### src/common/riscv_pkg.sv
package riscv_pkg;

    // Instruction word
    localparam int INSTR_W = 32;

    // Major opcode, bits 6:0 of every instruction
    typedef logic [6:0] opcode_t;

    // Register index, x0 to x31
    typedef logic [4:0] reg_idx_t;

    // Opcodes handled by the memory end of the pipeline
    localparam opcode_t OPC_LOAD   = 7'b0000011;
    localparam opcode_t OPC_STORE  = 7'b0100011;
    localparam opcode_t OPC_BRANCH = 7'b1100011;
    localparam opcode_t OPC_OP_IMM = 7'b0010011; // ALU with immediate

    // Destination register field
    localparam int RD_LSB = 7;
    localparam int RD_MSB = 11;

endpackage

### src/hdl/wb_stage.sv
`timescale 1ns/1ps

module wb_stage #(
    parameter int BITSIZE = 32
) (
    input  logic                          clk,
    input  logic                          resetn_i,

    // From memory stage
    input  logic                          mem_give_i,
    output logic                          mem_get_o,
    input  logic [riscv_pkg::INSTR_W-1:0] instr_i,
    input  logic [BITSIZE-1:0]            data_i,

    // Commit port
    output logic                          retire_valid_o,
    output logic [riscv_pkg::INSTR_W-1:0] retire_instr_o,
    output riscv_pkg::reg_idx_t           retire_rd_o,
    output logic                          retire_we_o,
    output logic [BITSIZE-1:0]            retire_data_o
);

    typedef enum logic {
        IDLE,
        COMMIT
    } state_t;

    state_t state_q;

    logic [riscv_pkg::INSTR_W-1:0] instr_q;
    logic [BITSIZE-1:0]            data_q;
    riscv_pkg::opcode_t            opcode;

    assign mem_get_o = (state_q == IDLE);
    assign opcode    = instr_q[6:0];

    // One commit cycle per instruction, then ready again
    always_ff @(posedge clk) begin
        if (!resetn_i) begin
            state_q <= IDLE;
        end else if (state_q == COMMIT) begin
            state_q <= IDLE;
        end else if (mem_give_i) begin
            state_q <= COMMIT;
        end
    end

    always_ff @(posedge clk) begin
        if (mem_get_o && mem_give_i) begin
            instr_q <= instr_i;
            data_q  <= data_i;
        end
    end

    assign retire_valid_o = (state_q == COMMIT);
    assign retire_instr_o = instr_q;
    assign retire_rd_o    = instr_q[riscv_pkg::RD_MSB:riscv_pkg::RD_LSB];
    assign retire_data_o  = data_q;

    // Stores, branches and x0 leave the register file alone
    assign retire_we_o = (opcode != riscv_pkg::OPC_STORE)
                      && (opcode != riscv_pkg::OPC_BRANCH)
                      && (retire_rd_o != '0);

endmodule

### config.mk
export PLATFORM = sky130hd
export DESIGN_NAME = wb_stage
export DESIGN_NICKNAME = d
export VERILOG_FILES = /design/src/common/riscv_pkg.sv /design/src/hdl/wb_stage.sv
export SDC_FILE = /design/constraint.sdc
export NUM_CORES = 1
export LEC_CHECK = 0
export ABC_AREA = 0
export BUFFER_PORTS_ARGS = -buffer_cell sky130_fd_sc_hd__clkbuf_2
export CAP_MARGIN = 20
export CORE_UTILIZATION = 43
export DETAILED_ROUTE_END_ITERATION = 10
export GPL_TIMING_DRIVEN = 0
export PLACE_DENSITY = 0.94
export SLEW_MARGIN = 30
export SYNTH_ARGS = -nofsm -noshare
export SYNTH_HDL_FRONTEND = slang
export SYNTH_SLANG_ARGS = --single-unit
### constraint.sdc
create_clock -name clk -period 8.6 [get_ports clk]
set_clock_uncertainty 0.1 [all_clocks]
set_input_delay 1.29 -clock clk [delete_from_list [all_inputs] [get_ports clk]]
set_output_delay 1.29 -clock clk [all_outputs]
set_load 0.02 [all_outputs]
==> impl_metrics.csv <==
group,metric,value,unit
run_status,violations,"DRC",
setup_path,slowest_stage,"or4_1",
setup_path,reg2reg_setup_slack,7.18,ns
power_and_ir_drop,power_leakage,1.37,nW
cells_and_area,nets,295,
clocking,clockBufferDepth,2,
clocking,clk_latency,0.33,ns
route,post_drt_via_cell_ratio,4.74,
die,io_pins,139,
sta,fin_crit_sh,35.7,%
sta,rsz0062_at_grt,"false",
setup_path,cp.arrival,1.68,ns
global_route,grt_pass1_wl,6.94,mm
route,drt_iter0_drc,107,
run,drv_cap,0,
global_route,antenna_found_initial,0,
sta,max-slew-margin-rel,67.5,%
sta,period_minus_slack,3.07,ns
power_and_ir_drop,ir_worst_vdd,147,uV
sta,finalMaxSlewViolations,0,
placed_design,gp_congestion,0.839,
cells_and_area,syn_to_final_growth,51.2,%
global_route,grt_pass1_vias,1355,
clocking,path_clk_slew,0.07,ns
synth,ys_types,10,
setup_path,critical_path_class,"reg2out",
placed_design,dp.cells,269,
placed_design,preCtsSetupSlack,5.94,ns
die,coreArea,4440,um^2
cells_and_area,instances_no_fill,285,
synth,netlist_area,2030,um^2
die,dieHeight,70.6,um
synth,synth_seq_cells,65,
route,antenna_left,0,
synth,synth_nets,144,
global_route,grt_usage,20.2,%
setup_path,slowest_delay,0.57,ns
global_route,grt-ovfl-total,0,
setup_path,crit_required,7.21,ns
route,drc,28,
sta,setup_viol_count_final,0,
setup_path,path_cells,"or4_1, a2bb2oi_1, clkbuf_2",
setup_path,critPathLaunchType,"flip-flop",
die,die-area,4990,um^2
synth,syn_inst,77,
sta,tns,0,ns
cells_and_area,final_core_util,68.9,%
global_route,grt_max_degree,28,
die,rows,24,
route,totalWireLength,4.94,mm
power_and_ir_drop,powerDensity,237,nW/um^2
setup_path,cp_top_family,"simple AND/OR/NAND/NOR gates",
sta,timing_hold_violations_final,0,
clocking,tritoncts,"done",
sta,tightestPinTransition,0.487,ns
synth,yosysWarnings,0,
run_status,status,"finished with violations",
hold_path,hp-class,"reg2reg",
clocking,cts_buffers,9,
setup_path,critPathMaxFanout,3,
clocking,clock_sinks,65,
clocking,cts_resized,0,
setup_path,worst_setup_path_end_kind,"output pin",
die,die_w,70.6,um
route,wl_per_cell,17.3,um
route,drt_pass1_iterations,7,
placed_design,place_hpwl,3.57,mm
route,route.vias.total,1352,
cells_and_area,drive_above_1_share,69.5,%
die,initial_utilization,45.6,%
synth,synth_seq_area_share,95.9,%
sta,fmax,325,MHz
sta,fin_ws,5.53,ns
cells_and_area,antenna_cells,0,
placed_design,port_buffers,138,
clocking,cts_max_level,3,
synth,avgSynthCellArea,26.3,um^2
clocking,post-cts-setup-buffers,0,
clocking,cts_root_buf,"clkbuf_8",
clocking,postCtsHoldBufs,0,
setup_path,cp_num_buf_inv,1,
path summary, 6_finish.rpt:
check	from	endpoint	depth (start not counted)
worst max-delay path	retire_instr_o[7]	retire_we_o	3
worst min-delay path	retire_valid_o	retire_instr_o[20]	1
worst max register to register	retire_valid_o	retire_data_o[20]	2
worst min register to register	retire_valid_o	retire_instr_o[20]	1
report_power, final:
group | leakage [nW] | internal, mW | switching (mW)
registers | 0.624 | 0.370 | 0.00695
logic | 0.646 | 0.0281 | 0.0448
clock network | 0.0975 | 0.162 | 0.114
layer usage:
layer,GRT usage (%),vias to the layer above,wire length (um)
met3,11.4,12,641
met1,20.1,646,1570
met5,0,-,0
met4,7.33,0,82
li1,-,602,-
met2,35.5,92,2650
state kept, by name, summed over array words and instances (netlist names):
name	flops
retire_data_o	32
retire_instr_o	32
retire_valid_o	1
layout make-up:
type	count	area, um^2
buffer	5	37.5
clock buffer	9	124
clock inverter	7	95.1
fill	302	1380
inverter	1	3.75
multi-input combinational	6	50.0
sequential	65	1940
tap	52	65.1
timing repair buffer	140	746
cell usage in the layout (no fill, tap or decap), drive strengths merged:
cell type	synthesis	final
a2bb2oi	1	1
and2	1	1
and4b	1	1
buf	5	7
bufinv	0	2
clkbuf	0	147
clkinv	0	1
clkinvlp	0	4
dfxtp	1	1
edfxtp	64	64
inv	1	1
nor2	1	1
nor2b	1	1
or4	1	1
synth_stat cells (all sizes together):
library cell   n  area share, %
nor2b          1           0.31
or4            1           0.37
nor2           1           0.19
edfxtp        64             95
buf            5            1.9
a2bb2oi        1           0.43
and4b          1           0.49
dfxtp          1           0.99
and2           1           0.31
inv            1           0.19
kinds of logic (layout without fill, tap and decap cells):
logic type	after synthesis	count (layout)	share of synthesized area [%]
flip-flops	65	65	95.9
buffers and inverters	6	162	2.04
AND/OR/NAND/NOR	5	5	1.67
AO/OA/AOI/OAI	1	1	0.432
stage by stage:
stage / cell area (um^2) / hold WS, ns / total power [mW]
final: 3060 / 0.620 / 0.726
after global routing: 3060 / 0.642 / 0.749
after CTS: 3060 / 0.624 / 0.732
after detailed placement: 2840 / 0.595 / 0.456
after global placement: 2780 / 1.37 / 0.450
after floorplan: 2030 / 1.29 / 0.418
No activity file was read; power rests on OpenSTA's default activity.
