### config.mk
export PLATFORM = sky130hd
export DESIGN_NAME = mem_stage
export DESIGN_NICKNAME = d
export VERILOG_FILES = /design/src/common/riscv_pkg.sv /design/src/mem_stage/mem_stage.sv
export SDC_FILE = /design/constraint.sdc
export NUM_CORES = 1
export LEC_CHECK = 0
export ABC_AREA = 1
export ABC_CLOCK_PERIOD_IN_PS = 7420
export BUFFER_PORTS_ARGS = -buffer_cell sky130_fd_sc_hd__buf_2
export CORE_ASPECT_RATIO = 0.6
export CORE_MARGIN = 2
export CORE_UTILIZATION = 47
export CTS_BUF_LIST = sky130_fd_sc_hd__clkbuf_16
export DETAILED_ROUTE_END_ITERATION = 16
export PLACE_DENSITY = 0.81
export SYNTH_ARGS = -nofsm -noshare
export SYNTH_HDL_FRONTEND = slang
export SYNTH_SLANG_ARGS = --single-unit
### constraint.sdc
create_clock -name clk -period 7.42 [get_ports clk]
set_input_delay 0.742 -clock clk [delete_from_list [all_inputs] [get_ports clk]]
set_output_delay 0.742 -clock clk [all_outputs]
set_load 0.01 [all_outputs]
### src/common/riscv_pkg.sv
package riscv_pkg;

    // Instruction word
    localparam int INSTR_W = 32;

    // Major opcode, bits 6:0 of every instruction
    typedef logic [6:0] opcode_t;

    // Register index, x0 to x31
    typedef logic [4:0] reg_idx_t;

    // Opcodes handled by the memory end of the pipeline
    localparam opcode_t OPC_LOAD   = 7'b0000011;
    localparam opcode_t OPC_STORE  = 7'b0100011;
    localparam opcode_t OPC_BRANCH = 7'b1100011;
    localparam opcode_t OPC_OP_IMM = 7'b0010011; // ALU with immediate

    // Destination register field
    localparam int RD_LSB = 7;
    localparam int RD_MSB = 11;

endpackage

### src/mem_stage/mem_stage.sv
`timescale 1ns/1ps

module mem_stage #(
    parameter int BITSIZE = 32
) (
    input  logic                          clk,
    input  logic                          resetn_i,

    // From execute
    input  logic                          ex_give_i,
    output logic                          ex_get_o,
    input  logic [riscv_pkg::INSTR_W-1:0] ex_instr_i,
    input  logic [BITSIZE-1:0]            ex_result_i,
    input  logic [BITSIZE-1:0]            ex_rs2_i,

    // Data memory request
    output logic [BITSIZE-1:0]            mem_addr_o,
    output logic [BITSIZE-1:0]            mem_wdata_o,
    output logic                          mem_read_o,
    output logic                          mem_write_o,
    input  logic [BITSIZE-1:0]            mem_rdata_i,
    input  logic                          mem_valid_i,

    // To writeback
    input  logic                          wb_get_i,
    output logic                          wb_give_o,
    output logic [riscv_pkg::INSTR_W-1:0] wb_instr_o,
    output logic [BITSIZE-1:0]            wb_data_o
);

    typedef enum logic [1:0] {
        GET,
        ACCESS,
        PROVIDE
    } state_t;

    state_t state_q, state_d;

    logic [riscv_pkg::INSTR_W-1:0] instr_q;
    logic [BITSIZE-1:0]            addr_q;   // Address or ALU result
    logic [BITSIZE-1:0]            rs2_q;    // Store data
    logic [BITSIZE-1:0]            data_q;   // Result handed to writeback
    logic                          is_load_q;
    logic                          is_store_q;

    riscv_pkg::opcode_t ex_opcode;
    logic               ex_is_load;
    logic               ex_is_store;
    logic               ex_is_mem;
    logic               ex_xfer;
    logic               wb_xfer;

    assign ex_opcode   = ex_instr_i[6:0];
    assign ex_is_load  = (ex_opcode == riscv_pkg::OPC_LOAD);
    assign ex_is_store = (ex_opcode == riscv_pkg::OPC_STORE);
    assign ex_is_mem   = ex_is_load || ex_is_store;

    assign ex_get_o  = (state_q == GET);
    assign ex_xfer   = ex_get_o && ex_give_i;

    // Give only while writeback is ready, so a transfer never waits
    assign wb_give_o = (state_q == PROVIDE) && wb_get_i;
    assign wb_xfer   = wb_give_o;

    // Request held steady for the whole ACCESS state
    assign mem_read_o  = (state_q == ACCESS) && is_load_q;
    assign mem_write_o = (state_q == ACCESS) && is_store_q;
    assign mem_addr_o  = addr_q;
    assign mem_wdata_o = rs2_q;

    assign wb_instr_o = instr_q;
    assign wb_data_o  = data_q;

    always_comb begin
        state_d = state_q;
        case (state_q)
            GET: begin
                if (ex_xfer) begin
                    state_d = ex_is_mem ? ACCESS : PROVIDE;
                end
            end
            ACCESS: begin
                if (mem_valid_i) begin
                    state_d = PROVIDE;
                end
            end
            PROVIDE: begin
                if (wb_xfer) begin
                    state_d = GET;
                end
            end
            default: state_d = GET;
        endcase
    end

    always_ff @(posedge clk) begin
        if (!resetn_i) begin
            state_q <= GET;
        end else begin
            state_q <= state_d;
        end
    end

    // Captured instruction and operands
    always_ff @(posedge clk) begin
        if (ex_xfer) begin
            instr_q    <= ex_instr_i;
            addr_q     <= ex_result_i;
            rs2_q      <= ex_rs2_i;
            is_load_q  <= ex_is_load;
            is_store_q <= ex_is_store;
        end
    end

    // Result source depends on the instruction class
    always_ff @(posedge clk) begin
        if (ex_xfer && !ex_is_mem) begin
            data_q <= ex_result_i;      // Pass-through
        end else if (mem_read_o && mem_valid_i) begin
            data_q <= mem_rdata_i;      // Load word
        end else if (mem_write_o && mem_valid_i) begin
            data_q <= addr_q;           // Store keeps its address
        end
    end

endmodule

==> impl_metrics.env <==
export IMPL_fin_skew_ns=0.0122
export IMPL_gp_congestion=0.800
export IMPL_cts_tree="done"
export IMPL_drt_initial_drc_count=213
export IMPL_grt_use_total=0.213
export IMPL_synth_seq_cells=132
export IMPL_yosys_top_cells_count="edfxtp_1 (130), nand2_1 (73), nor2_1 (43)"
export IMPL_path_max_fanout=65
export IMPL_synth_main_ff_cell="edfxtp_1"
export IMPL_postRouteAntennaNets=0
export IMPL_clockRootBuffer="clkbuf_16"
export IMPL_netlist_top_cells_area="edfxtp_1 (82%), nand2_1 (5.7%), a31oi_1 (4.2%)"
export IMPL_die_y_um=82.0
export IMPL_grt_ovfl_total=0
export IMPL_area_growth_synth_to_final_pct=41.6
export IMPL_initial_core_util=0.483
export IMPL_rsz0062_at_grt="false"
export IMPL_maxCapViolations=0
export IMPL_dieArea_um2=11000
export IMPL_cts_made_buffers=17
export IMPL_dr_pass1_iters=4
export IMPL_numPortBuffers=264
export IMPL_seq_area_um2=3940
export IMPL_yosysTopAreaCellShare=0.818
export IMPL_ir_drop_uv=168
export IMPL_crit_required_ns=7.44
export IMPL_multi_input_area_um2=701
export IMPL_timing_final_hold_violations=0
export IMPL_synth_nets=445
export IMPL_synth_cell_types=16
export IMPL_clk_pin_slew_ns=0.06
export IMPL_synth_edf_count=130
export IMPL_avgSynthCellArea_um2=15.3
export IMPL_setup_tns_final_ns=0
export IMPL_nets=716
export IMPL_worstPathArrival_ns=3.69
export IMPL_maxSlewViolCount=0
export IMPL_fp_row_count=28
export IMPL_critPathKind="flip-flop to flip-flop"
export IMPL_design_portCount=265
export IMPL_tightest_slew_ns=1.16
export IMPL_wire_per_inst_um=16.4
export IMPL_syn_inst=312
export IMPL_p_leak_nw=2.96
export IMPL_power_density_nw_per_um2=285
export IMPL_vias=3569
export IMPL_insertedDiodeCount=0
export IMPL_core_um2=9880
export IMPL_status="finished clean"
export IMPL_netlist_top_cell_by_area="edfxtp_1"
export IMPL_cts_resized=0
export IMPL_ys_async_sr_fraction=0
export IMPL_cts_hold_buf=0
export IMPL_slew_headroom=0.226
export IMPL_yosysWarnings=0
export IMPL_finalCritPeriodShare=0.493
export IMPL_hold_class="primary input to flip-flop"
export IMPL_cts_sinks=132
export IMPL_drt_wl_total_um=12000
export IMPL_fill_cells=714
export IMPL_antenna_found_initial=0
export IMPL_grt_first_pass_wirelength_um=17200
export IMPL_post_cts_buffers=0
export IMPL_drcViolationCount=0
export IMPL_grt_pass1_vias=3355
export IMPL_drive_gt1_frac=0.505
export IMPL_vias_per_cell=4.88
export IMPL_final_min_clock_period_ns=3.66
export IMPL_cts_path_max_buffers=2
export IMPL_fp_dieW_um=134
export IMPL_seq_area_frac_synth=0.827
export IMPL_max_clock_freq_mhz=273
export IMPL_final_core_util=0.684
export IMPL_htree_levels=4
export IMPL_setup_violations=0
export IMPL_end_kind="flip-flop"
export IMPL_syn_area_um2=4770
export IMPL_place_hpwl_um=8510
export IMPL_clk_latency_ns=0.40
export IMPL_start_kind="flip-flop"
export IMPL_grt_start_max_net_pins=66
export IMPL_synth_most_common_cell="edfxtp_1"
-- stage by stage --
step / cells / total power, mW / worst slack (ns) / hold slack [ns] / area, um2
detailed placement: 699 / 1.13 / 3.27 / 0.545 / 6180
finish: 731 / 1.92 / 3.76 / 0.509 / 6760
floorplan: 312 / 1.03 / 2.44 / 0.505 / 4770
CTS: 731 / 1.94 / 3.63 / 0.490 / 6760
global placement: 699 / 1.13 / 3.45 / 0.525 / 6180
global route: 731 / 2.00 / 3.37 / 0.482 / 6760
-- worst max-delay path: stages (launching register included) --
cell and delay [ns]:
dfxtp_1 0.35, inv_1 0.08, nand2_1 0.11, nor2_4 0.83
nand2_2 0.92, nand3_2 0.97
-- routing by layer --
layer  global-route usage  share of wire  vias to the layer above  wire length (um)
met3               0.0716          0.086                       12              1040
li1                     -              -                     1685                 -
met4               0.0768          0.011                        0               134
met5                    0              0                        -                 0
met2                0.357           0.50                      179              5960
met1                0.265           0.41                     1693              4870
-- kinds of logic (layout without fill, tap and decap cells) --
logic type | after synthesis | after routing | synth area share
AO/OA/AOI/OAI | 34 | 34 | 0.0441
buffers and inverters | 23 | 307 | 0.0286
flip-flops | 132 | 132 | 0.827
AND/OR/NAND/NOR | 123 | 123 | 0.101
-- placed cells by master (no fill, tap or decap), types with 3 or more instances in the layout --
master,n
nand2_1,73
inv_1,8
inv_6,5
clkinv_2,3
clkinv_4,3
a31oi_1,32
clkbuf_16,17
edfxtp_1,130
nor2_1,43
buf_2,264
-- report_power, final --
part	total, mW	switching [mW]	internal, mW	leakage (nW)
clock	0.807	0.310	0.497	0.288
combinational	0.199	0.122	0.0776	1.41
sequential	0.917	0.0182	0.899	1.26
total	1.92	0.450	1.47	2.96
-- final timing paths --
kind	from	to	slack, ns	cells past startpoint
max	state_q[0]	wb_data_o[17]	3.76	5
min	ex_rs2_i[31]	mem_wdata_o[31]	0.51	1
max reg2reg	state_q[0]	wb_data_o[17]	3.76	5
min reg2reg	state_q[1]	state_q[1]	0.55	2
-- registers in the layout (all words and copies together), names as in the netlist --
name and count:
mem_addr_o 32, mem_wdata_o 32, wb_data_o 32, wb_instr_o 32
state_q 2, is_load_q 1, is_store_q 1
-- layout make-up --
cell class	instances	area share
flip-flops and latches	132	0.584
multi-input cells	157	0.104
clock buffers	17	0.0630
clock inverters	15	0.0226
repair buffers	265	0.197
well taps	135	0.0250
inverters	10	0.00555
Power figures use the tool's default switching activity.
